### src/common/p4_egress_pkg.sv
// Egress stage shared definitions
// Bus widths, port limits and the 64-bit data word views
`default_nettype none

package p4_egress_pkg;

    // Input bus geometry
    localparam int EGR_BUS_BYTES = 8;
    localparam int EGR_BUS_WIDTH = EGR_BUS_BYTES * 8;

    // Limit on the total port count, sizes the port number field
    localparam int MAX_EGR_PORTS = 16;

    localparam int FRAME_CNT_WIDTH = 32;

    typedef logic [$clog2(MAX_EGR_PORTS)-1:0] egr_port_t;
    typedef logic [EGR_BUS_BYTES-1:0]         egr_keep_t;

    // One bus word seen as bytes or as 32-bit lanes
    // Index 0 is the lowest bits and the first on the wire
    typedef union packed {
        logic [EGR_BUS_BYTES-1:0][7:0]    bytes;
        logic [EGR_BUS_WIDTH/32-1:0][31:0] lanes;
    } egr_word_u;

endpackage

`default_nettype wire
### src/verilog/egr_port_demux.sv
// Egress port demux
// Registers the input bus and steers each packet to one port buffer
`timescale 1ns/1ps
`default_nettype none

module egr_port_demux import p4_egress_pkg::*; #(
    parameter int NUM_PORTS = 6
) (
    input  wire logic                 clk,
    input  wire logic                 reset,
    input  wire logic                 in_valid,
    input  wire egr_word_u            in_data,
    input  wire egr_keep_t            in_keep,
    input  wire logic                 in_last,
    input  wire egr_port_t            in_port,
    input  wire logic [NUM_PORTS-1:0] port_enable,
    output logic [NUM_PORTS-1:0]      wr_en,
    output egr_word_u                 wr_data,
    output egr_keep_t                 wr_keep,
    output logic                      wr_last
);

    logic                     in_sop;
    egr_port_t                pkt_port;
    logic                     pkt_en;
    egr_port_t                cur_port;
    logic                     cur_en;
    logic [MAX_EGR_PORTS-1:0] enable_ext;

    // Port numbers beyond NUM_PORTS see a zero enable
    assign enable_ext = MAX_EGR_PORTS'(port_enable);

    // First word picks port and enable, later words reuse the latched pair
    assign cur_port = in_sop ? in_port : pkt_port;
    assign cur_en   = in_sop ? enable_ext[in_port] : pkt_en;

    always_ff @(posedge clk) begin
        if (reset) begin
            in_sop   <= 1'b1;
            pkt_port <= '0;
            pkt_en   <= 1'b0;
            wr_en    <= '0;
        end else begin
            if (in_valid) begin
                in_sop   <= in_last;
                pkt_port <= cur_port;
                pkt_en   <= cur_en;
            end
            for (int p = 0; p < NUM_PORTS; p++) begin
                wr_en[p] <= in_valid && cur_en && (cur_port == egr_port_t'(p));
            end
        end
    end

    always_ff @(posedge clk) begin
        wr_data <= in_data;
        wr_keep <= in_keep;
        wr_last <= in_last;
    end

endmodule

`default_nettype wire

### config.mk
export PLATFORM = sky130hd
export DESIGN_NAME = egr_port_demux
export DESIGN_NICKNAME = d
export VERILOG_FILES = /design/src/common/p4_egress_pkg.sv /design/src/verilog/egr_port_demux.sv
export SDC_FILE = /design/constraint.sdc
export NUM_CORES = 1
export LEC_CHECK = 0
export ABC_AREA = 0
export BUFFER_PORTS_ARGS = -buffer_cell sky130_fd_sc_hd__buf_2
export CAP_MARGIN = 25
export CORE_MARGIN = 5
export CORE_UTILIZATION = 40
export CTS_CLUSTER_DIAMETER = 60
export DETAILED_ROUTE_END_ITERATION = 6
export HOLD_SLACK_MARGIN = 0.08
export PLACE_DENSITY = 0.79
export SLEW_MARGIN = 5
export SYNTH_ARGS = -nofsm -noshare
export SYNTH_HDL_FRONTEND = slang
export SYNTH_SLANG_ARGS = --single-unit
### constraint.sdc
create_clock -name clk -period 3.3 [get_ports clk]
set_clock_uncertainty 0.2 [all_clocks]
set_input_delay 0.165 -clock clk [delete_from_list [all_inputs] [get_ports clk]]
set_output_delay 0.165 -clock clk [all_outputs]
set_load 0.02 [all_outputs]
==> impl_metrics.toml <==
[synthesis]
synth_edf_count = 0
ys.flop_type = "dfxtp_1"
synth_area_per_cell_um2 = 15.0
synthCells = 137
synth_cell_type_count = 28
ys_async_sr_fraction = 0
yosysSeqAreaShare = 0.826
yosysWarnings = 0
syn_area_um2 = 2060
synth_fp_nets = 223
ys_seq_elements = 85

[timing]
rsz0062_at_grt = "no"
tns_ps = 0
drv_slew = 0
worst_slack_ps = 1270
tightestPinTransition_ps = 469
final.period_utilization = 0.616
max_freq_ghz = 0.492
finalSetupViolCount = 0
slew_headroom = 0.687
min_period_ps = 2030
hold_violations = 0

[routing]
drt_iter0_drc = 69
viasPerCell = 4.42
antenna_left = 0
dr.pass1.iters = 4
routed_wl_um = 7650
avgRoutedWirePerCell_um = 16.5
drc_errors = 0
num_vias = 2057

[worst_setup_path]
slowest_stage = "dlygate4sd3_1"
crit_chain = "dlygate4sd3_1, buf_2, mux2_2, a22oi_1, o41ai_1, dlygate4sd3_1"
cp-end-kind = "flop"
crit_top_cell = "dlygate4sd3_1"
max_stage_delay_ps = 550
cp.required_ps = 3320
crit_path_start_kind = "primary input"
path_class = "primary input to flop"
arrival_ps = 2050
critPathLaunch = "in_port[0]"
r2r_start = "in_sop"
path_max_fanout = 5

[die]
die_w_um = 81.8
coreArea_um2 = 5040
dieArea_um2 = 6690
initial_core_util = 0.409
io_pins = 165
die_h_um = 81.8
rows = 26

[placement]
dp_hpwl_um = 4360
portBuffers = 164
gp_congestion = 0.816
place_ws_ps = 1620

[grt]
track_usage = 0.226
first_global_vias = 2140
antenna_found_initial = 0
grt_pass1_wl_um = 10900
grt_max_degree = 17
overflow = 0

[clock_network]
ctsHtreeMaxLevel = 3
numCtsBuffers = 9
cts-root-buf = "clkbuf_8"
tritoncts = "built"
clock_latency_ps = 330
cts.sinks = 85
postCtsSetupRepairBufs = 0
path_clk_slew_ps = 80
clockBufferDepth = 2

[finish]
final_nets = 477
drive_gt1_frac = 0.463
area_delta_synth_final_pct = 93.8
num_antenna_cells = 0
layout_common_cells = "164 x buf_2, 85 x dfxtp_1, 82 x dlygate4sd3_1"
layout_commonest_cell = "buf_2"

[run_status]
status = "completed"

[power_and_ir_drop]
p_per_area_nw_per_um2 = 545
ir_drop_mv = 0.363
p_leak_nw = 1.92

[job]
cap_violations = 0

[min_path]
hold_path.startpoint = "port_enable[5]"
min_path_type = "primary input to flop"
==> synthesized netlist by cell type, types with 2 or more instances <==
| master | n | share of area |
|---|---|---|
| nor2b_1 | 4 | 0.012 |
| mux2_2 | 4 | 0.022 |
| a211oi_1 | 5 | 0.018 |
| a22oi_1 | 2 | 0.0073 |
| nor3b_1 | 2 | 0.0073 |
| nand2_1 | 5 | 0.0091 |
| nor2_1 | 2 | 0.0036 |
| nand2b_1 | 2 | 0.0061 |
| nand3_1 | 3 | 0.0073 |
| o21ai_0 | 2 | 0.0049 |
| a21oi_1 | 3 | 0.0073 |
| a2111oi_0 | 2 | 0.0085 |
| dfxtp_1 | 85 | 0.83 |
| nor4bb_1 | 2 | 0.0097 |
==> metrics by stage <==
stage | hold slack [ps] | area, um2 | cells | utilization | total power, mW
4_1_cts | 225 | 3990 | 465 | 0.792 | 2.17
2_1_floorplan | -7.28 | 2060 | 137 | - | 1.21
3_5_place_dp | 68.7 | 2950 | 368 | 0.586 | 1.31
6_report | 250 | 3990 | 465 | 0.792 | 2.18
3_3_place_gp | 67.3 | 2950 | 368 | 0.586 | 1.31
5_1_grt | 235 | 3990 | 465 | 0.792 | 2.27
==> final timing paths <==
kind                      end  cells past startpoint  slack, ps
setup / recovery       pkt_en                      6       1270
hold / removal       wr_en[1]                      4        250
setup reg to reg       pkt_en                      4       1310
hold reg to reg   pkt_port[1]                      2        270
==> state kept, by name, indices dropped and copies added (netlist names) <==
| signal | flops |
|---|---|
| in_sop | 1 |
| wr_data | 64 |
| pkt_en | 1 |
| pkt_port | 4 |
| wr_en | 6 |
| wr_keep | 8 |
| wr_last | 1 |
==> area by class of cell <==
cell class / instances / area (um2)
Clock buffer: 10 / 138
Clock inverter: 5 / 82.6
Fill cell: 294 / 1050
Inverter: 1 / 3.75
Multi-Input combinational cell: 48 / 339
Sequential cell: 85 / 1700
Tap cell: 70 / 87.6
Timing Repair Buffer: 246 / 1640
==> routing by layer <==
layer	vias to the layer above	GRT usage	routed length, um
li1	979	-	-
met1	955	0.225	2610
met2	109	0.422	4180
met3	14	0.0855	733
met4	0	0.0814	131
met5	-	0	0
==> worst max-delay path, delay by kind of cell <==
family / cells / cell delay [ps]
buffers and inverters: 3 / 1220
AO/OA/AOI/OAI: 2 / 300
multiplexers: 1 / 360
==> kinds of logic after synthesis <==
logic type | after synthesis | share of synthesized area
AO/OA/AOI/OAI | 19 | 0.0680
buffers and inverters | 4 | 0.00971
flip-flops | 85 | 0.826
multiplexers | 5 | 0.0267
AND/OR/NAND/NOR | 24 | 0.0698
==> timing repair <==
| action | in CTS | in global routing |
|---|---|---|
| hold buffers | 82 | 0 |
| resized for setup | 0 | 0 |
| endpoints found under the hold margin | 83 | 0 |
==> report_power, final <==
part | leakage (nW) | internal (mW) | switching (mW)
combinational | 1.09 | 0.145 | 0.133
sequential | 0.714 | 1.08 | 0.0205
clock | 0.113 | 0.446 | 0.355
total | 1.92 | 1.67 | 0.509
Power figures use the tool's default switching activity.
