File: src/common/p4_egress_pkg.sv
// Egress stage shared definitions
// Bus widths, port limits and the 64-bit data word views
`default_nettype none

package p4_egress_pkg;

    // Input bus geometry
    localparam int EGR_BUS_BYTES = 8;
    localparam int EGR_BUS_WIDTH = EGR_BUS_BYTES * 8;

    // Limit on the total port count, sizes the port number field
    localparam int MAX_EGR_PORTS = 16;

    localparam int FRAME_CNT_WIDTH = 32;

    typedef logic [$clog2(MAX_EGR_PORTS)-1:0] egr_port_t;
    typedef logic [EGR_BUS_BYTES-1:0]         egr_keep_t;

    // One bus word seen as bytes or as 32-bit lanes
    // Index 0 is the lowest bits and the first on the wire
    typedef union packed {
        logic [EGR_BUS_BYTES-1:0][7:0]    bytes;
        logic [EGR_BUS_WIDTH/32-1:0][31:0] lanes;
    } egr_word_u;

endpackage

`default_nettype wire
File: src/egr_buffer/egr_pkt_buffer.sv
// Egress packet buffer
// Store-and-forward FIFO, a packet that overflows is dropped whole
`timescale 1ns/1ps
`default_nettype none

module egr_pkt_buffer import p4_egress_pkg::*; #(
    // Power of two
    parameter int BUF_DEPTH_WORDS = 64
) (
    input  wire logic      clk,
    input  wire logic      reset,
    input  wire logic      wr_en,
    input  wire egr_word_u wr_data,
    input  wire egr_keep_t wr_keep,
    input  wire logic      wr_last,
    input  wire logic      rd_ready,
    output logic           rd_valid,
    output egr_word_u      rd_data,
    output egr_keep_t      rd_keep,
    output logic           rd_last,
    output logic           buf_full_drop
);

    localparam int ADDR_W = $clog2(BUF_DEPTH_WORDS);

    egr_word_u mem_data [BUF_DEPTH_WORDS];
    egr_keep_t mem_keep [BUF_DEPTH_WORDS];
    logic      mem_last [BUF_DEPTH_WORDS];

    // One extra bit on each pointer tells full from empty
    logic [ADDR_W:0] wr_ptr;
    logic [ADDR_W:0] commit_ptr;
    logic [ADDR_W:0] rd_ptr;

    logic dropping;
    logic buf_full;
    logic wr_accept;
    logic rd_load;

    assign buf_full  = (wr_ptr[ADDR_W] != rd_ptr[ADDR_W]) &&
                       (wr_ptr[ADDR_W-1:0] == rd_ptr[ADDR_W-1:0]);
    assign wr_accept = wr_en && !dropping && !buf_full;

    // Only committed words are visible to the read side
    assign rd_load   = (commit_ptr != rd_ptr) && (!rd_valid || rd_ready);

    //////////////////////////////////////////////////
    // Write side

    always_ff @(posedge clk) begin
        if (wr_accept) begin
            mem_data[wr_ptr[ADDR_W-1:0]] <= wr_data;
            mem_keep[wr_ptr[ADDR_W-1:0]] <= wr_keep;
            mem_last[wr_ptr[ADDR_W-1:0]] <= wr_last;
        end
    end

    always_ff @(posedge clk) begin
        if (reset) begin
            wr_ptr        <= '0;
            commit_ptr    <= '0;
            dropping      <= 1'b0;
            buf_full_drop <= 1'b0;
        end else begin
            buf_full_drop <= 1'b0;
            if (wr_en) begin
                if (dropping) begin
                    // Discard the rest of the packet
                    if (wr_last) begin
                        dropping <= 1'b0;
                    end
                end else if (buf_full) begin
                    // Rewind over the partial packet, one pulse per packet
                    wr_ptr        <= commit_ptr;
                    dropping      <= !wr_last;
                    buf_full_drop <= 1'b1;
                end else begin
                    wr_ptr <= wr_ptr + 1'b1;
                    if (wr_last) begin
                        commit_ptr <= wr_ptr + 1'b1;
                    end
                end
            end
        end
    end

    //////////////////////////////////////////////////
    // Read side, registered output word

    always_ff @(posedge clk) begin
        if (reset) begin
            rd_ptr   <= '0;
            rd_valid <= 1'b0;
        end else if (rd_load) begin
            rd_ptr   <= rd_ptr + 1'b1;
            rd_valid <= 1'b1;
        end else if (rd_ready) begin
            rd_valid <= 1'b0;
        end
    end

    always_ff @(posedge clk) begin
        if (rd_load) begin
            rd_data <= mem_data[rd_ptr[ADDR_W-1:0]];
            rd_keep <= mem_keep[rd_ptr[ADDR_W-1:0]];
            rd_last <= mem_last[rd_ptr[ADDR_W-1:0]];
        end
    end

endmodule

`default_nettype wire

File: config.mk
export PLATFORM = sky130hd
export DESIGN_NAME = egr_pkt_buffer
export DESIGN_NICKNAME = d
export VERILOG_FILES = /design/src/common/p4_egress_pkg.sv /design/src/egr_buffer/egr_pkt_buffer.sv
export SDC_FILE = /design/constraint.sdc
export NUM_CORES = 2
export LEC_CHECK = 0
export BUFFER_PORTS_ARGS = -buffer_cell sky130_fd_sc_hd__buf_4
export CAP_MARGIN = 20
export CORE_MARGIN = 8
export CORE_UTILIZATION = 24
export CTS_CLUSTER_SIZE = 24
export DETAILED_ROUTE_END_ITERATION = 6
export MAX_ROUTING_LAYER = met4
export PLACE_DENSITY = 0.37
export SYNTH_ARGS = -nofsm -noshare
export SYNTH_HDL_FRONTEND = slang
export SYNTH_MEMORY_MAX_BITS = 65536
export SYNTH_SLANG_ARGS = --single-unit
export TNS_END_PERCENT = 100
File: constraint.sdc
create_clock -name clk -period 15.1 [get_ports clk]
set_input_delay 1.51 -clock clk [delete_from_list [all_inputs] [get_ports clk]]
set_output_delay 1.51 -clock clk [all_outputs]
set_load 0.02 [all_outputs]
==> flow_summary_export.csv <==
group,metric,value,unit
status,status,"finished, final reports clean",
global_routing,track_usage,15.6,%
yosys,ys_seq_area_share,78.9,%
yosys,yosysWarnings,0,
route,drc,0,
sta,finalHoldViolations,0,
route,vias_per_cell,4.68,
sta,fin_worst_skew,52.5,ps
clock_network,cts.clk_slew.worst_paths,60,ps
sta,setup_tns,0,ps
sta,worst_slew_pin_slew,1200,ps
sta,finalCritPeriodShare,42.8,%
min_path,hold-path-endpoint,"wr_ptr[6]",
sta,rsz0062_at_grt,"false",
setup_path,crit_arrival,7220,ps
route,avgRoutedWirePerCell,32.5,µm
setup_path,r2r-start,"rd_ptr[1]",
sta,final_max_slew_viol_count,0,
global_routing,antenna_found_initial,82,
clock_network,cts_buffers,538,
setup_path,ff2ff_path_depth,10,
yosys,synth_cells,7969,
final_layout,post-route-util,28.2,%
final_layout,final_nets,8528,
setup_path,worst-path-max-fanout,59,
clock_network,clock-root-buffer,"clkbuf_16",
route,ant_nets,0,
floorplanning,pin_count,152,
final_layout,final_common_cell,"edfxtp_1",
power_and_ir_drop,leakagePower,62.2,nW
placement,numPortBuffers,151,
route,drt-initial-drc-count,8310,
global_routing,grt_pass1_vias,91600,
clock_network,post_cts_buffers,0,
yosys,netlist-cell-type-count,53,
clock_network,clk_latency,1040,ps
min_path,worstHoldPathCells,2,
clock_network,post_cts_resized,0,
sta,slew_headroom,19.7,%
sta,max_freq,155,MHz
sta,fin_crit,6460,ps
yosys,syn_nets,8048,
setup_path,worstSetupPathType,"flip-flop to flip-flop",
clock_network,cts_tree,"built",
final_layout,drive_above_1_share,25.7,%
yosys,syn_area,0.181,mm²
final_layout,nFillCells,73800,
global_routing,grt_max_degree,126,
placement,hpwl,333000,µm
setup_path,startpoint_type,"flip-flop",
setup_path,r2r_end,"rd_data[25]",
yosys,synth_edf_count,4745,
run,maxCapViolations,0,
floorplanning,fp.dieArea,0.783,mm²
clock_network,cts_sinks,4769,
global_routing,grt_overflow,0,
min_path,hp-class,"flip-flop to flip-flop",
placement,dp_slack,8360,ps
setup_path,crit_path_end_kind,"flip-flop",
clock_network,cts_buffer_depth,4,
min_path,hold_start,"wr_ptr[6]",
route,wirelength,612000,µm
setup_path,required,15860,ps
yosys,syn_avg_cell_area,22.7,µm²
power_and_ir_drop,ir_drop,0.118,mV
clock_network,h-tree-depth,6,
power_and_ir_drop,powerDensity,157,mW/mm²
sta,whs,522,ps
global_routing,grt_first_pass_wirelength,825000,µm
floorplanning,die_y,885,µm
power_and_ir_drop,p_total,33.3,mW
route,vias,88100,
yosys,synth-seq-cells,4769,
sta,finalSetupViolCount,0,
final_layout,layout_common_cells,"edfxtp_1 (4745), mux4_2 (988), clkbuf_16 (557), mux2i_1 (527), buf_4 (387)",
floorplanning,start_util,24.1,%
yosys,async_reset_ff_share,0,%
sta,worst_slack,8640,ps
final_layout,syn2layout_area_growth,17.1,%
setup_path,regToRegSetupSlack,8640,ps
placement,place_congestion,0.746,
floorplanning,row_count,319,
floorplanning,dieWidth,885,µm
floorplanning,core_area,0.754,mm²
route,detail_route.first_pass.iterations,5,
yosys,ys_dominant_reg_cell,"edfxtp_1",
clock_network,hold_buffers,0,
## power by group
| part | total (mW) | leakage [nW] | internal, mW | switching [mW] |
|---|---|---|---|---|
| logic | 5.68 | 11.1 | 2.50 | 3.18 |
| registers | 15.0 | 42.9 | 14.8 | 0.258 |
| clock network | 12.6 | 8.11 | 7.17 | 5.39 |
| total | 33.3 | 62.2 | 24.4 | 8.83 |
## layer usage
metal / GRT usage, % / wire, µm
met1: 21.3 / 277000
met2: 25.2 / 294000
met3: 1.95 / 28500
met4: 2.81 / 11600
met5: - / 0
## registers in the layout, indices dropped and copies added, names as in the netlist
signal         count
mem_last          64
mem_data        4096
mem_keep         512
rd_valid           1
commit_ptr         7
wr_ptr             7
rd_last            1
rd_keep            8
rd_data           64
buf_full_drop      1
dropping           1
rd_ptr             7
## worst max path at each step
stage | start | endpoint | slack, ps
after global placement | rd_ptr[1] | rd_data[25] | 8330
after CTS | rd_ptr[1] | rd_data[25] | 8340
final | rd_ptr[1] | rd_data[25] | 8640
after floorplan | wr_en | mem_data[59][0] | 9100
after detailed placement | rd_ptr[1] | rd_data[25] | 8360
after global routing | rd_ptr[1] | rd_data[25] | 8210
## cells in the mapped netlist, types with 4 or more instances
cell type | n | share of area (%)
a211oi_1 | 111 | 0.46
a21oi_1 | 102 | 0.28
a221oi_1 | 73 | 0.35
a22o_1 | 52 | 0.25
a22oi_1 | 58 | 0.24
a31oi_1 | 19 | 0.066
and2_1 | 4 | 0.014
and3_1 | 4 | 0.014
buf_1 | 31 | 0.064
buf_2 | 172 | 0.47
buf_4 | 35 | 0.14
buf_6 | 13 | 0.081
clkbuf_1 | 224 | 0.46
dfxtp_1 | 24 | 0.27
edfxtp_1 | 4745 | 79
mux2_2 | 58 | 0.36
mux2i_1 | 527 | 2.9
mux4_2 | 988 | 12
nand2_1 | 20 | 0.041
nand2b_1 | 11 | 0.038
nand3_1 | 14 | 0.039
nand3b_1 | 7 | 0.029
nand4_1 | 6 | 0.021
nor2_1 | 126 | 0.26
nor2b_1 | 80 | 0.28
nor3_1 | 22 | 0.061
nor4_1 | 4 | 0.014
o211ai_1 | 4 | 0.017
o21ai_0 | 59 | 0.16
o221a_2 | 17 | 0.11
o221ai_1 | 157 | 0.76
o22a_1 | 52 | 0.25
o22ai_1 | 75 | 0.26
o2bb2ai_1 | 17 | 0.082
or2_2 | 4 | 0.014
or3_1 | 4 | 0.014
or4_1 | 4 | 0.017
xnor2_1 | 16 | 0.077
xor2_1 | 6 | 0.029
## kinds of logic (layout without fill, tap and decap cells)
family                   Yosys count  count (layout)  share of synthesized area (%)
AO/OA/AOI/OAI                    808             808                           3.34
buffers and inverters            479            1371                           1.24
multiplexers                    1573            1573                           15.5
other                              0              13                              0
AND/OR/NAND/NOR                  316             316                          0.879
flip-flops                      4769            4769                           78.9
adder cells (fa/ha/maj)            2               2                         0.0138
XOR/XNOR                          22              22                          0.106
## cell type report
type	count	area, µm²	share of cell area, %
Inverter	3	16.3	0.00767
Antenna cell	13	32.5	0.0153
Clock inverter	282	2280	1.08
Multi-Input combinational cell	2721	36600	17.3
Sequential cell	4769	143000	67.4
Clock buffer	670	14400	6.77
Timing Repair Buffer	416	3450	1.63
Tap cell	9951	12500	5.87
## critical path: stages, from the launching register on
cell,delay [ps]
dfxtp_4,910
buf_4,540
buf_12,390
buf_4,600
buf_4,740
buf_4,900
buf_4,610
mux4_2,600
mux2i_1,230
o22a_1,220
o221ai_1,130
## per-stage QoR
stage / std cells / instance area, µm²
detailed placement: 17900 / 195000
finish: 18800 / 212000
floorplan: 7969 / 181000
global placement: 17900 / 195000
CTS: 18800 / 212000
global route: 18800 / 212000
No activity file was read; power rests on OpenSTA's default activity.
