--- config.mk ---
export PLATFORM = sky130hd
export DESIGN_NAME = egr_frame_counters
export DESIGN_NICKNAME = d
export VERILOG_FILES = /design/src/common/p4_egress_pkg.sv /design/src/verilog/egr_frame_counters.sv
export SDC_FILE = /design/constraint.sdc
export NUM_CORES = 1
export LEC_CHECK = 0
export BUFFER_PORTS_ARGS = -buffer_cell sky130_fd_sc_hd__buf_2
export CELL_PAD_IN_SITES_DETAIL_PLACEMENT = 0
export CELL_PAD_IN_SITES_GLOBAL_PLACEMENT = 1
export CORE_MARGIN = 5
export CORE_UTILIZATION = 36
export DETAILED_ROUTE_END_ITERATION = 10
export PLACE_DENSITY = 0.75
export SLEW_MARGIN = 20
export SYNTH_ARGS = -nofsm -noshare
export SYNTH_HDL_FRONTEND = slang
export SYNTH_SLANG_ARGS = --single-unit
--- constraint.sdc ---
create_clock -name clk -period 1.8 [get_ports clk]
set_input_delay 0 -clock clk [delete_from_list [all_inputs] [get_ports clk]]
set_output_delay 0 -clock clk [all_outputs]
set_load 0.05 [all_outputs]
--- src/common/p4_egress_pkg.sv ---
// Egress stage shared definitions
// Bus widths, port limits and the 64-bit data word views
`default_nettype none

package p4_egress_pkg;

    // Input bus geometry
    localparam int EGR_BUS_BYTES = 8;
    localparam int EGR_BUS_WIDTH = EGR_BUS_BYTES * 8;

    // Limit on the total port count, sizes the port number field
    localparam int MAX_EGR_PORTS = 16;

    localparam int FRAME_CNT_WIDTH = 32;

    typedef logic [$clog2(MAX_EGR_PORTS)-1:0] egr_port_t;
    typedef logic [EGR_BUS_BYTES-1:0]         egr_keep_t;

    // One bus word seen as bytes or as 32-bit lanes
    // Index 0 is the lowest bits and the first on the wire
    typedef union packed {
        logic [EGR_BUS_BYTES-1:0][7:0]    bytes;
        logic [EGR_BUS_WIDTH/32-1:0][31:0] lanes;
    } egr_word_u;

endpackage

`default_nettype wire
--- src/verilog/egr_frame_counters.sv ---
// Egress frame counters
// One wrapping delivered-frame count per port with its own clear
`timescale 1ns/1ps
`default_nettype none

module egr_frame_counters import p4_egress_pkg::*; #(
    parameter int NUM_PORTS = 6
) (
    input  wire logic                                 clk,
    input  wire logic                                 reset,
    input  wire logic [NUM_PORTS-1:0]                 frame_done,
    input  wire logic [NUM_PORTS-1:0]                 cnt_clear,
    output logic [NUM_PORTS-1:0][FRAME_CNT_WIDTH-1:0] frame_cnt
);

    always_ff @(posedge clk) begin
        if (reset) begin
            frame_cnt <= '0;
        end else begin
            for (int p = 0; p < NUM_PORTS; p++) begin
                // Clear has priority over a frame in the same cycle
                if (cnt_clear[p]) begin
                    frame_cnt[p] <= '0;
                end else if (frame_done[p]) begin
                    frame_cnt[p] <= frame_cnt[p] + 1'b1;
                end
            end
        end
    end

endmodule

`default_nettype wire

==> metrics.md, run 1 <==
| Metric | Value |
|---|---|
| I/O Pins | 206 |
| Buffers on Ports | between 200 and 250 |
| Chip height | 168 um |
| Ant diodes | 0 |
| Cell mode on critical path | or4_4 |
| Area Overhead vs Synth | 43.9% |
| Final core occ | 52.7% |
| Final ANT Viol Nets | 0 |
| Most flop-heavy register | frame_cnt |
| Worst reg2reg setup slack | -0.13 ns |
| Synthesized net count | between 1000 and 1500 |
| Actual slew at the worst max-slew pin | about 0.6 ns |
| Failing checks | negative setup slack |
| Min cycle time layout | around 1.9 ns |
| Dpl ws | -0.252 ns |
| Fillers | between 2000 and 2500 |
| # setup viols final | 28 |
| Cells after Synth | 1052 |
| Startpoint Class | flop |
| Number of synthesized flops with an enable pin | 0 |
| Yosys top cell by area | dfxtp_1 |
| Routed via count | around 9000 |
| Slew HR | 59.1% |
| Routability congestion estimate | 0.773 |
| Biggest regs | frame_cnt x192 |
| Proportion of netlist area held by the largest area contributor | 43.0% |
| Clk sinks | about 190 |
| Num CTS Buffers | 17 |
| CTS root buf | clkbuf_16 |
| Syn_area_per_cell | approximately 8.5 sq um |
| Async S/R FF share, synth | 0% |
| CP bufs+invs | 1 |
| Die area | 28100 sq um |
| Post-Syn Area | around 8900 sq um |
| Primary FF master, synth | dfxtp_1 |
| Most common cell after layout, fill and taps aside | buf_2 |
| PD cells | ~640 nW/um^2 |
| PnR worst setup slack | -0.125 ns |
| Most frequent cells in the layout | buf_2, buf_4, nor2_1, a21oi_1, dfxtp_4 |
| WP depth | 6 |
| Setup total negative slack | -1.43 ns |
| CP delay by family, top | simple AND/OR/NAND/NOR gates |
| Yosys warning total | 0 |
| Worst Setup SP | frame_cnt[96] |
| H-Tree Level Count | 4 |
| GR Overflow Total | 0 |
| Critical Path End | frame_cnt[126] |
| Layout cells sized above 1 | between 40% and 50% |
| Maximum clock insertion buffer count | 2 |
| Critical path class | reg -> reg |
| Max FFs per register | approximately 190 |
| Leakage | approximately 4.9 nW |
| Worst reg2reg endpoint | frame_cnt[126] |
| Pin count of the biggest net entering global routing | 33 |
| Core ar. | about 24000 sq um |
| WL final | 26800 um |
| Post-synth cell types | 38 |
| First-pass DRT Iterations | 5 |
| RSZ-0062 raised after global routing | yes |
| CP max FO | 6 |
| Layout net count | ~1400 |
| CP cell instances | ha_4 -> nand3_4 -> or4_4 -> buf_6 -> or4_4 -> a21oi_2 |
| Maximum VDD drop | about 0.00045 V |
| GRT Overall Usage | 17.9% |
| Initial core utilization | 36.7% |
| R2R depth | 6 |
| Drc violations | 0 |
| Slowest cell on crit path | or4_4 |
| Die X | between 150 and 200 um |
| CTS tree | done |
| Worst R2R Start | frame_cnt[96] |
| Slew Viols, Final | 0 |
| Max cap viols | 0 |
| Worst-path clk slew | roughly 0.08 ns |
| Top post-synthesis cells by area | dfxtp_1, a21oi_1, or4_1 |
| CP peak stage delay | around 0.56 ns |
| Data arrival, critical path | 2.27 ns |
| DP HPWL | between 15000 and 20000 um |
| Clk_lat worst skew | about 0.43 ns |
| Seq/Total Area, Yosys | approximately 43% |
| CP required | ~2.2 ns |
| Number of global-route vias before repair | ~8400 |
| Worst Clk Skew | around 0.013 ns |
| WL/cell | 15.6 um |
| Final hold violations | 0 |
| Vias/cell | about 5.4 |
| Std-Cell Rows | 57 |
| Peak Freq | 519 MHz |
| Iteration-0 DRC Markers | between 400 and 500 |
| Initial antenna violation count | 0 |
| First-pass GRT wire length | ~43000 um |
| Final cycle utilization of the critical path | 107% |
| Status | finished, violations left |
| Crit. End Element | flop |
| Hold Crit Class | in -> reg |
| #FFs+latches synth | 192 |
per-layer routing:
| layer | vias to the layer above | track usage (%) | share of wire (%) |
|---|---|---|---|
| li1 | 4609 | - | - |
| met1 | 4369 | 23.4 | 46 |
| met2 | 186 | 29.5 | 48 |
| met3 | 24 | 4.62 | 5.5 |
| met4 | 0 | 4.48 | 1.1 |
| met5 | - | 0 | 0 |
cells in the mapped netlist (13+ instances only):
master    number
nand4_1       61
nor2_1        86
clkbuf_1      52
dfxtp_1      192
o31ai_1       60
nand3_1       56
xnor2_1       37
mux2i_1       13
nor3_1        18
nand2_1       67
xor2_1        36
and4_1        24
inv_1         16
o21ai_0       39
a21oi_1      102
or4_1         65
and3_1        19
nor4_1        13
or3_1         47
cell type report:
class / instances / area [sq um] / share of cell area (%)
clock buffer: 21 / 462 / 3.59
clock inverter: 11 / 114 / 0.885
inverter: 16 / 60.1 / 0.467
multi-input combinational: 787 / 5290 / 41.1
sequential: 192 / 4220 / 32.8
tap: 324 / 405 / 3.15
timing repair buffer: 361 / 2320 / 18.0
worst register-to-register path: stages, from the launching register on:
cell and delay (ns):
dfxtp_4 0.36, ha_4 0.14, nand3_4 0.07, or4_4 0.56, buf_6 0.15, or4_4 0.41
a21oi_2 0.14
power breakdown:
group / leakage [nW] / internal, mW / total [mW] / switching [mW]
Clock: 0.273 / 2.03 / 3.80 / 1.77
Sequential: 1.64 / 4.13 / 4.15 / 0.0128
Combinational: 2.96 / 0.0831 / 0.243 / 0.160
through the flow:
stage / cell area (sq um) / cells / power [mW] / hold slack, ns
2_1_floorplan: 9480 / 1052 / 4.39 / 0.146
3_3_place_gp: 11600 / 1651 / 4.47 / 0.309
3_5_place_dp: 11600 / 1651 / 4.47 / 0.313
4_1_cts: 12400 / 1697 / 8.31 / 0.0587
5_1_grt: 12900 / 1712 / 8.50 / 0.0763
6_report: 12900 / 1712 / 8.19 / 0.0796
how the worst min path moves through the flow:
| stage | start | endpoint | slack, ns | cells past startpoint |
|---|---|---|---|---|
| final | cnt_clear[5] | frame_cnt[179] | 0.08 | 3 |
| after global placement | cnt_clear[2] | frame_cnt[88] | 0.31 | 3 |
| after detailed placement | cnt_clear[2] | frame_cnt[92] | 0.31 | 3 |
| after CTS | cnt_clear[5] | frame_cnt[179] | 0.06 | 3 |
| after global routing | cnt_clear[5] | frame_cnt[171] | 0.08 | 3 |
| after floorplan | frame_done[5] | frame_cnt[160] | 0.15 | 2 |
timing repair:
item,4_1_cts,5_1_grt
hold buffers,10,0
cloned,3,3
gates resized for setup,13,82
setup endpoints to repair,38,69
setup buffers,1,12
pin swaps,12,29
hold endpoints to repair,32,0
logic make-up (layout without fill, tap and decap cells):
group / after synthesis / in the layout / share of synthesized area [%]
AND/OR/NAND/NOR: 480 / 484 / 30.4
XOR/XNOR: 73 / 73 / 7.15
adder cells (fa/ha/maj): 6 / 6 / 0.840
flip-flops: 192 / 192 / 43.0
multiplexers: 13 / 13 / 1.46
AO/OA/AOI/OAI: 211 / 211 / 13.9
buffers and inverters: 77 / 409 / 3.33
No activity file was read; power rests on OpenSTA's default activity.
==> run 2, diff against run 1 <==
--- a/config.mk
+++ b/config.mk
@@ -5,13 +5,14 @@
 export SDC_FILE = /design/constraint.sdc
 export NUM_CORES = 1
 export LEC_CHECK = 0
+export ABC_AREA = 1
 export BUFFER_PORTS_ARGS = -buffer_cell sky130_fd_sc_hd__buf_2
 export CELL_PAD_IN_SITES_DETAIL_PLACEMENT = 0
 export CELL_PAD_IN_SITES_GLOBAL_PLACEMENT = 1
 export CORE_MARGIN = 5
-export CORE_UTILIZATION = 36
+export CORE_UTILIZATION = 35
 export DETAILED_ROUTE_END_ITERATION = 10
-export PLACE_DENSITY = 0.75
+export PLACE_DENSITY = 0.76
 export SLEW_MARGIN = 20
 export SYNTH_ARGS = -nofsm -noshare
 export SYNTH_HDL_FRONTEND = slang
==> metrics.md, run 2 <==
| Metric | Value |
|---|---|
| WL/cell | 13.7 um (was 15.6 um) |
| CTS root buf | clkbuf_16 (unchanged) |
| Top post-synthesis cells by area | dfxtp_1, nand2_1, nor2_1 (was dfxtp_1, a21oi_1, or4_1) |
| # setup viols final | 0 (was 28) |
| Most frequent cells in the layout | nand2_1, nor2_1, buf_2, dfxtp_1, inv_1 (was buf_2, buf_4, nor2_1, a21oi_1, dfxtp_4) |
| Clk network pwr share | 46.5% (was 46.4%) |
| Slew Viols, Final | 0 (unchanged) |
| Syn_area_per_cell | 6.43 sq um (was 8.50 sq um) |
| Crit. End Element | flop (unchanged) |
| Int Pwr | 6.57 mW (was 6.25 mW) |
| Most numerous cell in the Yosys netlist | nand2_1 (was dfxtp_1) |
| Primary FF master, synth | dfxtp_1 (unchanged) |
| Maximum clock insertion buffer count | 2 (unchanged) |
| Drc violations | 0 (unchanged) |
| Clk sinks | 192 (unchanged) |
| Peak Freq | 633 MHz (was 519 MHz) |
| Die area | 33600 sq um (was 28100 sq um) |
| Worst hold slack | 0.0348 ns (was 0.0796 ns) |
| Iteration-0 DRC Markers | 464 (was 423) |
| Most common cell after layout, fill and taps aside | nand2_1 (was buf_2) |
| First-pass GRT wire length | 51700 um (was 42900 um) |
| Max cap viols | 0 (unchanged) |
| Startpoint Class | flop (unchanged) |
| Biggest regs | frame_cnt x192 (unchanged) |
| Maximum VDD drop | 0.000556 V (was 0.000448 V) |
| Buffers on Ports | 205 (unchanged) |
| Vias/cell | 4.70 (was 5.37) |
| Routed via count | 10600 (was 9188) |
| Setup total negative slack | 0 ns (was -1.43 ns) |
| CTS tree | done (unchanged) |
| DP HPWL | 24200 um (was 18800 um) |
| Worst-path clk slew | 0.07 ns (was 0.08 ns) |
| Number of synthesized flops with an enable pin | 0 (unchanged) |
| Leakage | 5.01 nW (was 4.87 nW) |
| Clk_lat worst skew | 0.43 ns (about the same) |
| Seq/Total Area, Yosys | 36.6% (was 43.0%) |
| #FFs+latches synth | 192 (unchanged) |
| WL final | 31000 um (was 26800 um) |
| Cells after Synth | 1635 (was 1052) |
| Final hold violations | 0 (unchanged) |
| P_sw | 1.93 mW (was 1.94 mW) |
| CP required | 2.12 ns (was 2.15 ns) |
| PnR worst setup slack | 0.221 ns (was -0.125 ns) |
| Core ar. | 29600 sq um (was 24400 sq um) |
| I/O Pins | 206 (unchanged) |
| Hold Crit Class | in -> reg (unchanged) |
| GR Overflow Total | 0 (unchanged) |
| Std-Cell Rows | 63 (was 57) |
| GRT Overall Usage | 18.6% (was 17.9%) |
| Max FFs per register | 192 (unchanged) |
| PD cells | 671 nW/um^2 (was 636 nW/um^2) |
| Post-synth cell types | 34 (was 38) |
| Yosys warning total | 0 (unchanged) |
| CP max FO | 6 (unchanged) |
| Hold path cells | 5 (was 3) |
| Switching share of power | 22.7% (was 23.7%) |
| Data arrival, critical path | 1.90 ns (was 2.27 ns) |
| Critical path class | reg -> reg (unchanged) |
| Final core occ | 42.7% (was 52.7%) |
| Proportion of netlist area held by the largest area contributor | 36.6% (was 43.0%) |
| Yosys top cell by area | dfxtp_1 (unchanged) |
| H-Tree Level Count | 4 (unchanged) |
| Comb power frac | 3.3% (was 3.0%) |
| Layout net count | 1876 (was 1395) |
| R2R depth | 8 (was 6) |
| Post-Syn Area | 10500 sq um (was 8940 sq um) |
| Synthesized net count | 1655 (was 1072) |
| Async S/R FF share, synth | 0% (unchanged) |
| Dpl ws | 0.222 ns (was -0.252 ns) |
| First-pass DRT Iterations | 5 (unchanged) |
| Part of the power in registers | 50.2% (was 50.6%) |
| Initial antenna violation count | 1 (was 0) |
| Post-CTS Resized | 0 (was 13) |
| Status | completed (was finished, violations left) |
| Min cycle time layout | 1.58 ns (was 1.93 ns) |
| Num CTS Buffers | 17 (unchanged) |
| Routability congestion estimate | 0.814 (was 0.773) |
| Final ANT Viol Nets | 0 (unchanged) |
| Most flop-heavy register | frame_cnt (unchanged) |
| Worst Clk Skew | 0.00847 ns (was 0.0131 ns) |
| Chip height | 183 um (was 168 um) |
| Pin count of the biggest net entering global routing | 23 (was 33) |
| Commonest cells post-synth | nand2_1, nor2_1, dfxtp_1 (was dfxtp_1, a21oi_1, nor2_1) |
| Number of global-route vias before repair | 10100 (was 8426) |
| Initial core utilization | 35.5% (was 36.7%) |
| Die X | 183 um (was 168 um) |
| RSZ-0062 raised after global routing | no (was yes) |
| Slew HR | 62.4% (was 59.1%) |
| Actual slew at the worst max-slew pin | 0.564 ns (was 0.614 ns) |
| Layout cells sized above 1 | 19.1% (was 43.7%) |
| Final cycle utilization of the critical path | 87.7% (was 107%) |
| Area Overhead vs Synth | 20.5% (was 43.9%) |
run 2: cells by family (layout without fill, tap and decap cells):
kind of cell    count (synthesis)  in the layout  share of synthesized area (%)
compound gates                131            131                           6.44
fa+ha+maj                       6              6                          0.714
simple gates                 1079           1079                           46.6
other cells                     0              1                              0
flops                         192            192                           36.6
buf+inv                       201            433                           7.47
xor+xnor                       26             26                           2.17
run 2: power groups by stage:
stage	sequential, mW	combinational, mW	clock, mW
after floorplan	4.39	0.153	0
after global placement	4.36	0.272	0
after detailed placement	4.36	0.271	0
after CTS	4.26	0.286	4.10
after global routing	4.26	0.313	4.27
final	4.27	0.281	3.95
run 2: metrics by stage:
stage	instances	power, mW	cell area [sq um]
final	2258	8.50	12700
after global routing	2258	8.85	12700
after floorplan	1635	4.55	10500
after global placement	2219	4.63	12000
after detailed placement	2219	4.64	12000
after CTS	2257	8.65	12700
run 2: worst max-delay path, stage by stage (launching register included):
cell     delay [ns]
dfxtp_1        0.40
ha_1           0.21
nand3_1        0.14
nor2_1         0.16
nand2_1        0.10
nor2_2         0.24
nand3_1        0.10
nand2_1        0.07
nor2_1         0.04
run 2: metal layers:
metal | part of all wire, % | track usage, %
met5 | 0 | 0
met4 | 1.4 | 5.18
met3 | 5.3 | 3.95
met2 | 44 | 30.0
met1 | 49 | 25.2
run 2: final timing paths:
path,startpoint,slack [ns],endpoint
hold reg to reg,frame_cnt[41],0.49,frame_cnt[41]
hold / removal,cnt_clear[4],0.03,frame_cnt[159]
setup / recovery,frame_cnt[129],0.22,frame_cnt[158]
setup reg to reg,frame_cnt[129],0.22,frame_cnt[158]
run 2: layout make-up:
class / instances / area, sq um
fill: 3214 / 17000
clock inverter: 11 / 139
sequential: 192 / 3840
multi-input combinational: 1242 / 5880
antenna: 1 / 2.50
clock buffer: 19 / 453
tap: 390 / 488
inverter: 180 / 676
timing repair buffer: 223 / 1180
run 2: timing repair:
action	CTS	global route
hold buffers	8	0
setup buffers	0	0
hold endpoints to repair	27	0
endpoints found under the setup margin	0	0
