$ cat src/common/p4_egress_pkg.sv
// Egress stage shared definitions
// Bus widths, port limits and the 64-bit data word views
`default_nettype none

package p4_egress_pkg;

    // Input bus geometry
    localparam int EGR_BUS_BYTES = 8;
    localparam int EGR_BUS_WIDTH = EGR_BUS_BYTES * 8;

    // Limit on the total port count, sizes the port number field
    localparam int MAX_EGR_PORTS = 16;

    localparam int FRAME_CNT_WIDTH = 32;

    typedef logic [$clog2(MAX_EGR_PORTS)-1:0] egr_port_t;
    typedef logic [EGR_BUS_BYTES-1:0]         egr_keep_t;

    // One bus word seen as bytes or as 32-bit lanes
    // Index 0 is the lowest bits and the first on the wire
    typedef union packed {
        logic [EGR_BUS_BYTES-1:0][7:0]    bytes;
        logic [EGR_BUS_WIDTH/32-1:0][31:0] lanes;
    } egr_word_u;

endpackage

`default_nettype wire
$ cat src/egr_width_conv/egr_width_conv.sv
// Egress width converter
// Splits each 64-bit buffered word into 8-bit or 32-bit beats
`timescale 1ns/1ps
`default_nettype none

module egr_width_conv import p4_egress_pkg::*; #(
    // 1 for byte ports, 4 for lane ports
    parameter int OUT_BYTES = 4
) (
    input  wire logic              clk,
    input  wire logic              reset,
    input  wire logic              rd_valid,
    input  wire egr_word_u         rd_data,
    input  wire egr_keep_t         rd_keep,
    input  wire logic              rd_last,
    input  wire logic              out_ready,
    output logic                   rd_ready,
    output logic                   out_valid,
    output logic [OUT_BYTES*8-1:0] out_data,
    output logic [OUT_BYTES-1:0]   out_keep,
    output logic                   out_last,
    output logic                   frame_done
);

    localparam int BEATS = EGR_BUS_BYTES / OUT_BYTES;
    localparam int IDX_W = $clog2(BEATS);

    egr_word_u        hold_data;
    egr_keep_t        hold_keep;
    logic             hold_last;
    logic             word_valid;
    logic [IDX_W-1:0] beat_idx;
    logic [IDX_W-1:0] next_idx;
    logic [BEATS-1:0] beat_kept;
    logic             beat_final;
    logic             beat_xfer;

    always_comb begin
        for (int b = 0; b < BEATS; b++) begin
            beat_kept[b] = |hold_keep[b*OUT_BYTES +: OUT_BYTES];
        end
    end

    // Keep is contiguous from byte 0, so empty beats only trail the word
    assign next_idx   = beat_idx + 1'b1;
    assign beat_final = (beat_idx == IDX_W'(BEATS - 1)) || !beat_kept[next_idx];
    assign beat_xfer  = out_valid && out_ready;

    // A new word only once the held one has gone out
    assign rd_ready   = !word_valid;

    assign out_valid  = word_valid;
    assign out_keep   = hold_keep[beat_idx*OUT_BYTES +: OUT_BYTES];
    assign out_last   = hold_last && beat_final;
    assign frame_done = beat_xfer && out_last;

    if (OUT_BYTES == 1) begin : g_byte_view
        assign out_data = hold_data.bytes[beat_idx];
    end else begin : g_lane_view
        assign out_data = hold_data.lanes[beat_idx];
    end

    always_ff @(posedge clk) begin
        if (reset) begin
            word_valid <= 1'b0;
            beat_idx   <= '0;
        end else if (!word_valid) begin
            if (rd_valid) begin
                word_valid <= 1'b1;
                beat_idx   <= '0;
            end
        end else if (out_ready) begin
            if (beat_final) begin
                word_valid <= 1'b0;
            end else begin
                beat_idx <= next_idx;
            end
        end
    end

    always_ff @(posedge clk) begin
        if (rd_valid && rd_ready) begin
            hold_data <= rd_data;
            hold_keep <= rd_keep;
            hold_last <= rd_last;
        end
    end

endmodule

`default_nettype wire

$ cat config.mk
export PLATFORM = sky130hd
export DESIGN_NAME = egr_width_conv
export DESIGN_NICKNAME = d
export VERILOG_FILES = /design/src/common/p4_egress_pkg.sv /design/src/egr_width_conv/egr_width_conv.sv
export SDC_FILE = /design/constraint.sdc
export NUM_CORES = 1
export LEC_CHECK = 0
export BUFFER_PORTS_ARGS = -buffer_cell sky130_fd_sc_hd__buf_2
export CAP_MARGIN = 20
export CORE_AREA = 2 2 91 93
export CTS_CLUSTER_SIZE = 40
export DETAILED_ROUTE_END_ITERATION = 16
export DIE_AREA = 0 0 93 95
export GPL_ROUTABILITY_DRIVEN = 0
export PLACE_DENSITY = 0.68
export SLEW_MARGIN = 0
export SYNTH_ARGS = -nofsm -noshare
export SYNTH_HDL_FRONTEND = slang
export SYNTH_SLANG_ARGS = --single-unit
$ cat constraint.sdc
create_clock -name clk -period 2.5 [get_ports clk]
set_input_delay 0.5 -clock clk [delete_from_list [all_inputs] [get_ports clk]]
set_output_delay 0.5 -clock clk [all_outputs]
set_load 0.05 [all_outputs]
==> flow_results.org, run 1 <==
** Global route
- In the global route stage, met1 resource usage came out at 0.128.
- The via count of the first global-routing pass was 1649.
- The number of antenna violations at the first check in global routing came to 0.
- GR peak layer :: met2
- In the global route stage, overall resource usage came out at 0.119.
- In the global route stage, met3 resource usage came out at 0.0367.
- Met2 track utilization from global routing :: 0.206
- Summed over all layers, the global routing overflow is 0.
- Entering global routing, the biggest net connects 33 pins.
- The first global-routing pass estimated around 7.7 mm of wire.

** Power
- In this run the power density over the cells is 908 nW/um2.
- Overall power consumption :: 3.40 mW
- Of the total power, the share spent switching nets is 0.288.
- Cell internal power was estimated by the tool at 2.42 mW.
- NetSw :: 0.982 mW
- Leakage :: 1.48 nW
- Share of total power in the clock network :: 0.323
- Part of the total power dissipated in sequential elements :: 0.464
- Maximum vdd drop :: 0.000504 V
- Combinational cell fraction of total power :: 0.213

** Worst setup path
- The worst register-to-register path has a setup slack of around 0.9 ns.
- STA classifies the critical path startpoint as a flip-flop.
- Crit path launch :: beat_idx
- Cell chain of the critical path :: buf_12, mux2_2, buf_2
- CP max stage cell :: sky130_fd_sc_hd__dfxtp_2
- Slowest stage delay, CP :: around 0.58 ns
- The worst register-to-register path has a depth of 4.
- STA classifies the critical path endpoint as an output port.
- Data on the critical path arrives at its endpoint at 1.74 ns.
- Worst flop-to-flop path endpoint :: beat_idx
- The worst register-to-register path begins at out_valid.
- The setup path with the least slack is of type reg2out.
- In this run the worst path has a maximum fanout of 26.
- Data required time of the critical path :: about 2 ns

** STA
- The smallest clock period supported by the final layout is computed as 2.24 ns.
- Number of hold-slack violations in the final timing report :: 0
- At the pin with the least slew margin, the transition time is approximately 0.44 ns.
- For this run, the top clock speed supported by timing is 445 MHz.
- Hold is met by 0.330 ns.
- Setup repair after global routing left no endpoint under its margin.
- Fin. max-slew vios :: 0
- Post-Route Skew :: ~0.010 ns
- Worst slew margin :: 0.707
- Final number of setup-violating endpoints :: 0
- Share of the clock period used by the worst path :: 0.898
- Sum Neg Setup Slack :: 0 ns

** Clocking
- CTS Buffer Depth :: 2
- Maximum level of the CTS H-tree :: 3
- Sinks on the clock net :: between 70 and 80
- Register clock-pin slew on the reported worst setup and hold paths :: 0.08 ns
- Post-CTS Setup Inserts :: 0
- CTS root buffer :: sky130_fd_sc_hd__clkbuf_8
- For the worst-skew pair, the clock arrives at the later sink with an insertion delay of about 0.34 ns.
- Post-cts sizing count :: 0
- CTS tree :: done
- Number of clock buffers inserted by TritonCTS :: 9
- Hold buffer count at cts :: 0

** Floorplan
- Die Span Y :: ~95 um
- The total area inside the core boundary comes to 7930 um2.
- Measured along the x axis, the die boundary spans 93 um.
- The die covers 8840 um2.
- Pin placement for this block handled roughly 120 I/O pins.
- The initial utilization of the core area, before any placement, comes to 0.348.
- In this run the core area contains 33 standard-cell rows.

** Synthesis
- The share of the Yosys chip area taken by registers is 0.809.
- Library cell with the largest summed area after synthesis :: sky130_fd_sc_hd__edfxtp_1
- Yosys mapped the design onto 15 distinct sky130hd cell types.
- A synthesized cell averages 21.7 um2.
- Synthesis inferred between 70 and 80 register bits.
- Number of warning messages in the yosys log :: 0
- Summing every instance area after synthesis gives roughly 2800 um2.
- Post-Synthesis Net Count :: 204
- Of the post-synthesis cell area, the dominant cell type holds 0.795.
- Number of standard cells after synthesis :: about 130
- Top cells by area in the synthesized netlist :: sky130_fd_sc_hd__edfxtp_1 (79%), sky130_fd_sc_hd__mux2_2 (15%), sky130_fd_sc_hd__dfxtp_1 (1.5%)

** Cells and area
- Commonest non-fill, non-tap cell in the layout :: sky130_fd_sc_hd__buf_2
- # diodes :: 0
- Fraction of final layout cells sized beyond drive strength 1 :: 0.674
- Most frequent cells in the layout :: sky130_fd_sc_hd__buf_2 (116), sky130_fd_sc_hd__edfxtp_1 (73), sky130_fd_sc_hd__mux2_2 (36)
- Layout overhead on the synthesized area :: 35.9%
- Layout net count :: 330
- Post-route non-filler standard cell count :: 363

** Min path
- Min-delay worst type :: in2reg
- Counting instances, the worst hold path has a depth of 1.
- The worst hold path terminates at hold_data[29].
- Hold Crit Start :: rd_data[29]

** Routing
- Via count of the routed design :: 1588
- Detailed-route wire length per cell :: between 10 and 15 um
- Dividing the detail-routed via count by the number of cells gives 4.37.
- The detail route stage leaves a number of antenna-violating nets equal to 0.
- Post-route DRC violation count :: 0
- The final layout contains routed wiring with a total length of 5.14 mm.
- First-pass DRT Iterations :: 4
- For this block, the initial DRC count from the detailed router was 91.

** Place
- During placement, the flow inserted port buffers numbering 116.
- Once placement completed, the tool counted placed cells totaling roughly 350.
- Detailed Place HPWL :: 3.67 mm

** Status
- The run finished with clean final reports.

** Run
- Max-cap viol count :: 0
worst max-delay path by stage:
stage | end | slack (ns) | depth (start not counted)
after global placement | out_keep[2] | 0.59 | 3
after floorplan | beat_idx | 0.05 | 3
after global routing | frame_done | 0.14 | 3
after detailed placement | out_keep[2] | 0.59 | 3
final | out_keep[0] | 0.26 | 3
after CTS | out_keep[2] | 0.21 | 3
flip-flops by register name, indices dropped and copies added, names as in the netlist:
register   count
hold_data     64
hold_last      1
beat_idx       1
out_valid      1
hold_keep      8
per-layer routing:
layer / routed length [um] / share of wire
met5: 0 / 0
met2: 2740 / 0.53
met4: 154 / 0.030
met3: 315 / 0.061
met1: 1930 / 0.38
critical path, delay by kind of cell, from the launching register on:
| kind | cells | cell delay, ns |
|---|---|---|
| DFF | 1 | 0.58 |
| muxes | 1 | 0.36 |
| buffers and inverters | 2 | 0.45 |
cell type report:
cell class                 count  area [um2]
multi-input combinational     45         489
timing repair buffer         119         641
sequential                    75        2230
fill                         719        4180
tap                          105         131
clock buffer                  10         128
inverter                       3        15.0
clock inverter                 6         113
through the flow:
step	utilization	setup slack, ns	instance area (um2)
5_1_grt	0.473	0.145	3750
3_3_place_gp	0.443	0.586	3510
2_1_floorplan	-	0.0516	2760
4_1_cts	0.473	0.211	3750
6_report	0.473	0.255	3750
3_5_place_dp	0.443	0.587	3510
power groups by stage:
stage / Sequential, mW / Clock, mW / Combinational (mW)
after floorplan: 1.60 / 0 / 0.535
after global placement: 1.60 / 0 / 0.729
after detailed placement: 1.61 / 0 / 0.735
after CTS: 1.58 / 1.14 / 0.737
after global routing: 1.59 / 1.19 / 0.768
final: 1.58 / 1.10 / 0.725
synthesized netlist by cell type:
master and n:
sky130_fd_sc_hd__buf_2 3, sky130_fd_sc_hd__buf_6 1, sky130_fd_sc_hd__dfxtp_1 2, sky130_fd_sc_hd__edfxtp_1 73, sky130_fd_sc_hd__inv_1 3, sky130_fd_sc_hd__mux2_2 36
sky130_fd_sc_hd__nand2b_1 1, sky130_fd_sc_hd__nand4bb_1 1, sky130_fd_sc_hd__nor4_2 1, sky130_fd_sc_hd__o2111a_1 1, sky130_fd_sc_hd__o21a_1 1, sky130_fd_sc_hd__o221ai_1 1
sky130_fd_sc_hd__o32ai_1 1, sky130_fd_sc_hd__or3b_1 1, sky130_fd_sc_hd__or3b_2 1
cell families (layout without fill, tap and decap cells):
logic type,Yosys count,count (layout),synth area share
AOI/OAI and AO/OA,4,4,0.0132
buffers and inverters,7,138,0.0136
DFF,75,75,0.809
muxes,36,36,0.147
and+or+nand+nor,5,5,0.0172
(Power assumes the default switching activity.)
==> run 2: changes to the inputs <==
--- a/config.mk
+++ b/config.mk
@@ -5,12 +5,13 @@
 export SDC_FILE = /design/constraint.sdc
 export NUM_CORES = 1
 export LEC_CHECK = 0
+export ABC_AREA = 1
 export BUFFER_PORTS_ARGS = -buffer_cell sky130_fd_sc_hd__buf_2
 export CAP_MARGIN = 20
-export CORE_AREA = 2 2 91 93
+export CORE_AREA = 2 2 92 94
 export CTS_CLUSTER_SIZE = 40
 export DETAILED_ROUTE_END_ITERATION = 16
-export DIE_AREA = 0 0 93 95
+export DIE_AREA = 0 0 94 96
 export GPL_ROUTABILITY_DRIVEN = 0
 export PLACE_DENSITY = 0.68
 export SLEW_MARGIN = 0
==> run 2 against run 1 <==
Against the previous run: design area shrank 2.0%; via count rose by 18%; largest cell class unchanged; register-to-register slack improved by 0.34 ns; critical path depth rose by 2; sequential share of layout area grew 1.2 points; highest routed layer unchanged; critical path type unchanged.
==> flow_results.org, run 2 <==
** Synthesis
- Among all cell types in the netlist, the one instantiated most often is sky130_fd_sc_hd__nand2_1.
- The post-synthesis cell type count is 13 (-2).
- Counting instances in the post-synthesis netlist gives the leading cell types as sky130_fd_sc_hd__nand2_1 (112), sky130_fd_sc_hd__edfxtp_1 (73), sky130_fd_sc_hd__buf_6 (5).
- The average footprint of a synthesized cell is 13.3 um2 (-39%).
- By area the synthesized netlist is led by sky130_fd_sc_hd__edfxtp_1 (78%), sky130_fd_sc_hd__nand2_1 (15%), sky130_fd_sc_hd__buf_6 (2.0%).
- Cell area after synthesis :: 2790 um2 (+1.2%)
- The biggest area contributor in the post-synthesis netlist is sky130_fd_sc_hd__edfxtp_1.
- The portion of the post-synthesis area used by sequential elements was 0.799 (-0.00979).
- The most used flip-flop cell after synthesis is sky130_fd_sc_hd__edfxtp_1.
- The number of warnings printed during yosys synthesis is 0 (unchanged).
- Number of synthesized flops with an enable pin :: 73 (unchanged)
- Flip-flop and latch count after synthesis :: 75 (unchanged)
- The synthesized instance count came to 210 (+65%).
- Fraction of registers with async set/reset :: 0 (unchanged)
- The share of the synthesized area in the top cell type came to 0.785 (-0.00961).
- Post-Synthesis Net Count :: 287 (+41%)

** STA
- The count of final max-slew check failures is 0 (unchanged).
- Slew at the pin closest to its max-slew limit :: 0.588 ns (+0.151 ns)
- Clock period minus final worst setup slack :: 2.20 ns (-0.0442 ns)
- The maximum clock frequency is 454 MHz (+2.0%).
- Worst Slack Setup Final :: 0.299 ns (+0.0442 ns)
- Unrepaired setup endpoints after global routing :: false
- The final clock period utilization by the worst path came to 0.880 (-0.0177).
- Post-Route Skew :: 0.00855 ns (-0.00164 ns)
- Worst slew margin :: 0.608 (-0.0990)
- Final number of setup-violating endpoints :: 0 (unchanged)
- The worst-case hold slack is 0.329 ns (-0.00102 ns).
- Number of hold-slack violations in the final timing report :: 0 (unchanged)
- The total negative setup slack is 0 ns (unchanged).

** Cells and area
- Flip-flop count of the largest register after layout :: 64 (unchanged)
- The filler-free cell count of the finished design was 443 (+22%).
- Post-layout utilization of the core :: 0.456 (-0.0166)
- Commonest non-fill, non-tap cell in the layout :: sky130_fd_sc_hd__buf_2
- The antenna diode count was 0 (unchanged).
- The fraction of layout cells with a size suffix above 1 was 0.405 (-0.269).
- More flip-flops sit in one register than any other, and that register is hold_data.
- In the final layout, the registers with the most flip-flops are hold_data (64), hold_keep (8).
- Layout overhead on the synthesized area :: 31.6%
- Leaving out fill and tap cells, the most frequent cells in the layout are sky130_fd_sc_hd__buf_2 (116), sky130_fd_sc_hd__nand2_1 (112), sky130_fd_sc_hd__edfxtp_1 (73).
- The final layout net count came to 410 (+24%).

** Worst setup path
- Worst EP arrival :: 1.70 ns (-0.04 ns)
- The critical path is of the reg2out type.
- Maximum fanout along the worst path :: 33 (+27%)
- Walking the worst path, the cells encountered are inv_2, buf_4, nand2_1, nand2_1, buf_2.
- Data required time of the critical path :: 2.00 ns (about the same)
- The maximum single-stage delay on the critical path is 0.43 ns (-0.15 ns).
- STA classifies the critical path endpoint as an output port.
- The largest individual stage delay along the critical path comes from the cell sky130_fd_sc_hd__inv_2.
- By instance count, the cell type seen most on the critical path is sky130_fd_sc_hd__nand2_1.
- STA classifies the critical path startpoint as a flip-flop.

** Global route
- The overall fraction of global-route tracks in use is 0.120 (+0.00141).
- The via count of the first global-routing pass came to 1728 (+4.8%).
- The number of antenna violations at the first check in global routing was 0 (unchanged).
- First-pass GRT wire length :: 7.99 mm (+3.7%)
- Pin count of the biggest net entering global routing :: 74 (+120%)
- Overall overflow remaining after global route :: 0 (unchanged)

** Floorplan
- Floorplan Core Area :: 8050 um2 (+1.6%)
- The area enclosed by the die boundary is 9020 um2 (+2.1%).
- The floorplan die height came to 96 um (+1.1%).
- Number of placement rows :: 33 (unchanged)
- Top Ports :: 117 (unchanged)
- Die boundary width :: 94 um (+1.1%)
- Starting density of the core :: 0.347 (-0.00116)

** Power
- The reported leakage power came to 1.64 nW (+11%).
- Power per Cell Area :: 765 nW/um2 (-16%)
- The peak supply drop came to 0.000527 V (+4.4%).

** Place
- The setup slack after placement is 0.621 ns (+0.0343 ns).
- The count of placed standard cells including taps is 427 (+23%).
- Detailed Place HPWL :: 3.57 mm (-2.6%)
- The number of input and output port buffers inserted was 116 (unchanged).

** Run
- Max-cap viol count :: 0 (unchanged)

** Routing
- First-pass DRT Iterations :: 4 (unchanged)
- Ratio of routed vias to standard cells :: 4.24 (-3.0%)
- The first-iteration detailed-routing DRC count came to 55 (-40%).
- Post-route DRC violation count :: 0 (unchanged)
- The final routed wirelength across all metal layers was 5.34 mm (+3.7%).
- The average detailed-routed wire length per instance came to 12.0 um (-15%).
- The via count was 1880 (+18%).
- The post-detailed-route count of antenna-violating nets came to 0 (unchanged).

** Clocking
- Register clock-pin slew on the reported worst setup and hold paths :: 0.08 ns (about the same)
- The post-CTS resize count was 0 (unchanged).
- CTS root buffer :: sky130_fd_sc_hd__clkbuf_8
- The TritonCTS buffer count was 9 (unchanged).
- CTS Buffer Depth :: 2 (unchanged)
- Sinks on the clock net :: 75 (unchanged)
- TritonCTS built the clock tree.
- Maximum level of the CTS H-tree :: 3 (unchanged)
- The total setup buffers inserted after CTS was 0 (unchanged).
- The clock latency reported for the late side of the worst-skew pair was 0.33 ns (about the same).
- Hold buffer count at cts :: 0 (unchanged)

** Min path
- The tightest min-delay check is of the in2reg type.

** Status
- The run finished with clean final reports.
-- run 2: changes by cell type in the layout (fill, tap and decap cells not counted), sizes merged, moves of 2 or more --
| cell | before | now |
|---|---|---|
| nor2 | 0 | 4 |
| bufinv | 3 | 1 |
| inv | 3 | 5 |
| mux2 | 36 | 0 |
| a21oi | 0 | 3 |
| nand2 | 0 | 112 |
| clkinvlp | 1 | 3 |
| or3b | 2 | 0 |
-- run 2: where the power goes --
group | switching (mW) | internal [mW]
sequential | 0.0193 | 1.46
clock | 0.436 | 0.461
combinational | 0.318 | 0.111
total | 0.774 | 2.04
-- run 2: final cells by class --
type | count | area (um2)
well taps | 105 | 131
fillers | 764 | 4380
clock buffers | 10 | 128
inverters | 5 | 18.8
flip-flops and latches | 75 | 2230
multi-input cells | 122 | 475
repair buffers | 120 | 623
clock inverters | 6 | 66.3
-- run 2: per-stage QoR --
| stage | power, mW | area, um2 |
|---|---|---|
| 4_1_cts | 2.85 | 3670 |
| 3_3_place_gp | 1.94 | 3480 |
| 2_1_floorplan | 1.81 | 2800 |
| 5_1_grt | 2.94 | 3670 |
| 6_report | 2.81 | 3670 |
| 3_5_place_dp | 1.95 | 3480 |
-- run 2: path summary, 6_finish.rpt --
check	endpoint	start	slack, ns	cells after the start
hold reg to reg	out_valid	out_valid	0.62	2
setup / recovery	out_data[10]	beat_idx	0.30	5
hold / removal	hold_data[31]	rd_data[31]	0.33	1
setup reg to reg	hold_data[62]	out_valid	1.23	2
-- run 2: logic make-up after synthesis --
| logic type | after synthesis | synth area share |
|---|---|---|
| buffers and inverters | 13 | 0.0332 |
| AO/OA/AOI/OAI | 5 | 0.00985 |
| AND/OR/NAND/NOR | 117 | 0.158 |
| flip-flops | 75 | 0.799 |
-- run 2: per-layer routing --
metal	track usage	vias to the layer above	wire length (um)
met5	0	-	0
met4	0.0399	0	55
met3	0.0564	7	409
met2	0.208	73	2660
met1	0.130	852	2210
li1	-	948	-
-- run 2: worst max-delay path, delay by kind of cell, from the launching register on --
| family | cells | cell delay (ns) |
|---|---|---|
| buffers and inverters | 3 | 0.93 |
| AND/OR/NAND/NOR | 2 | 0.10 |
| flip-flops | 1 | 0.32 |
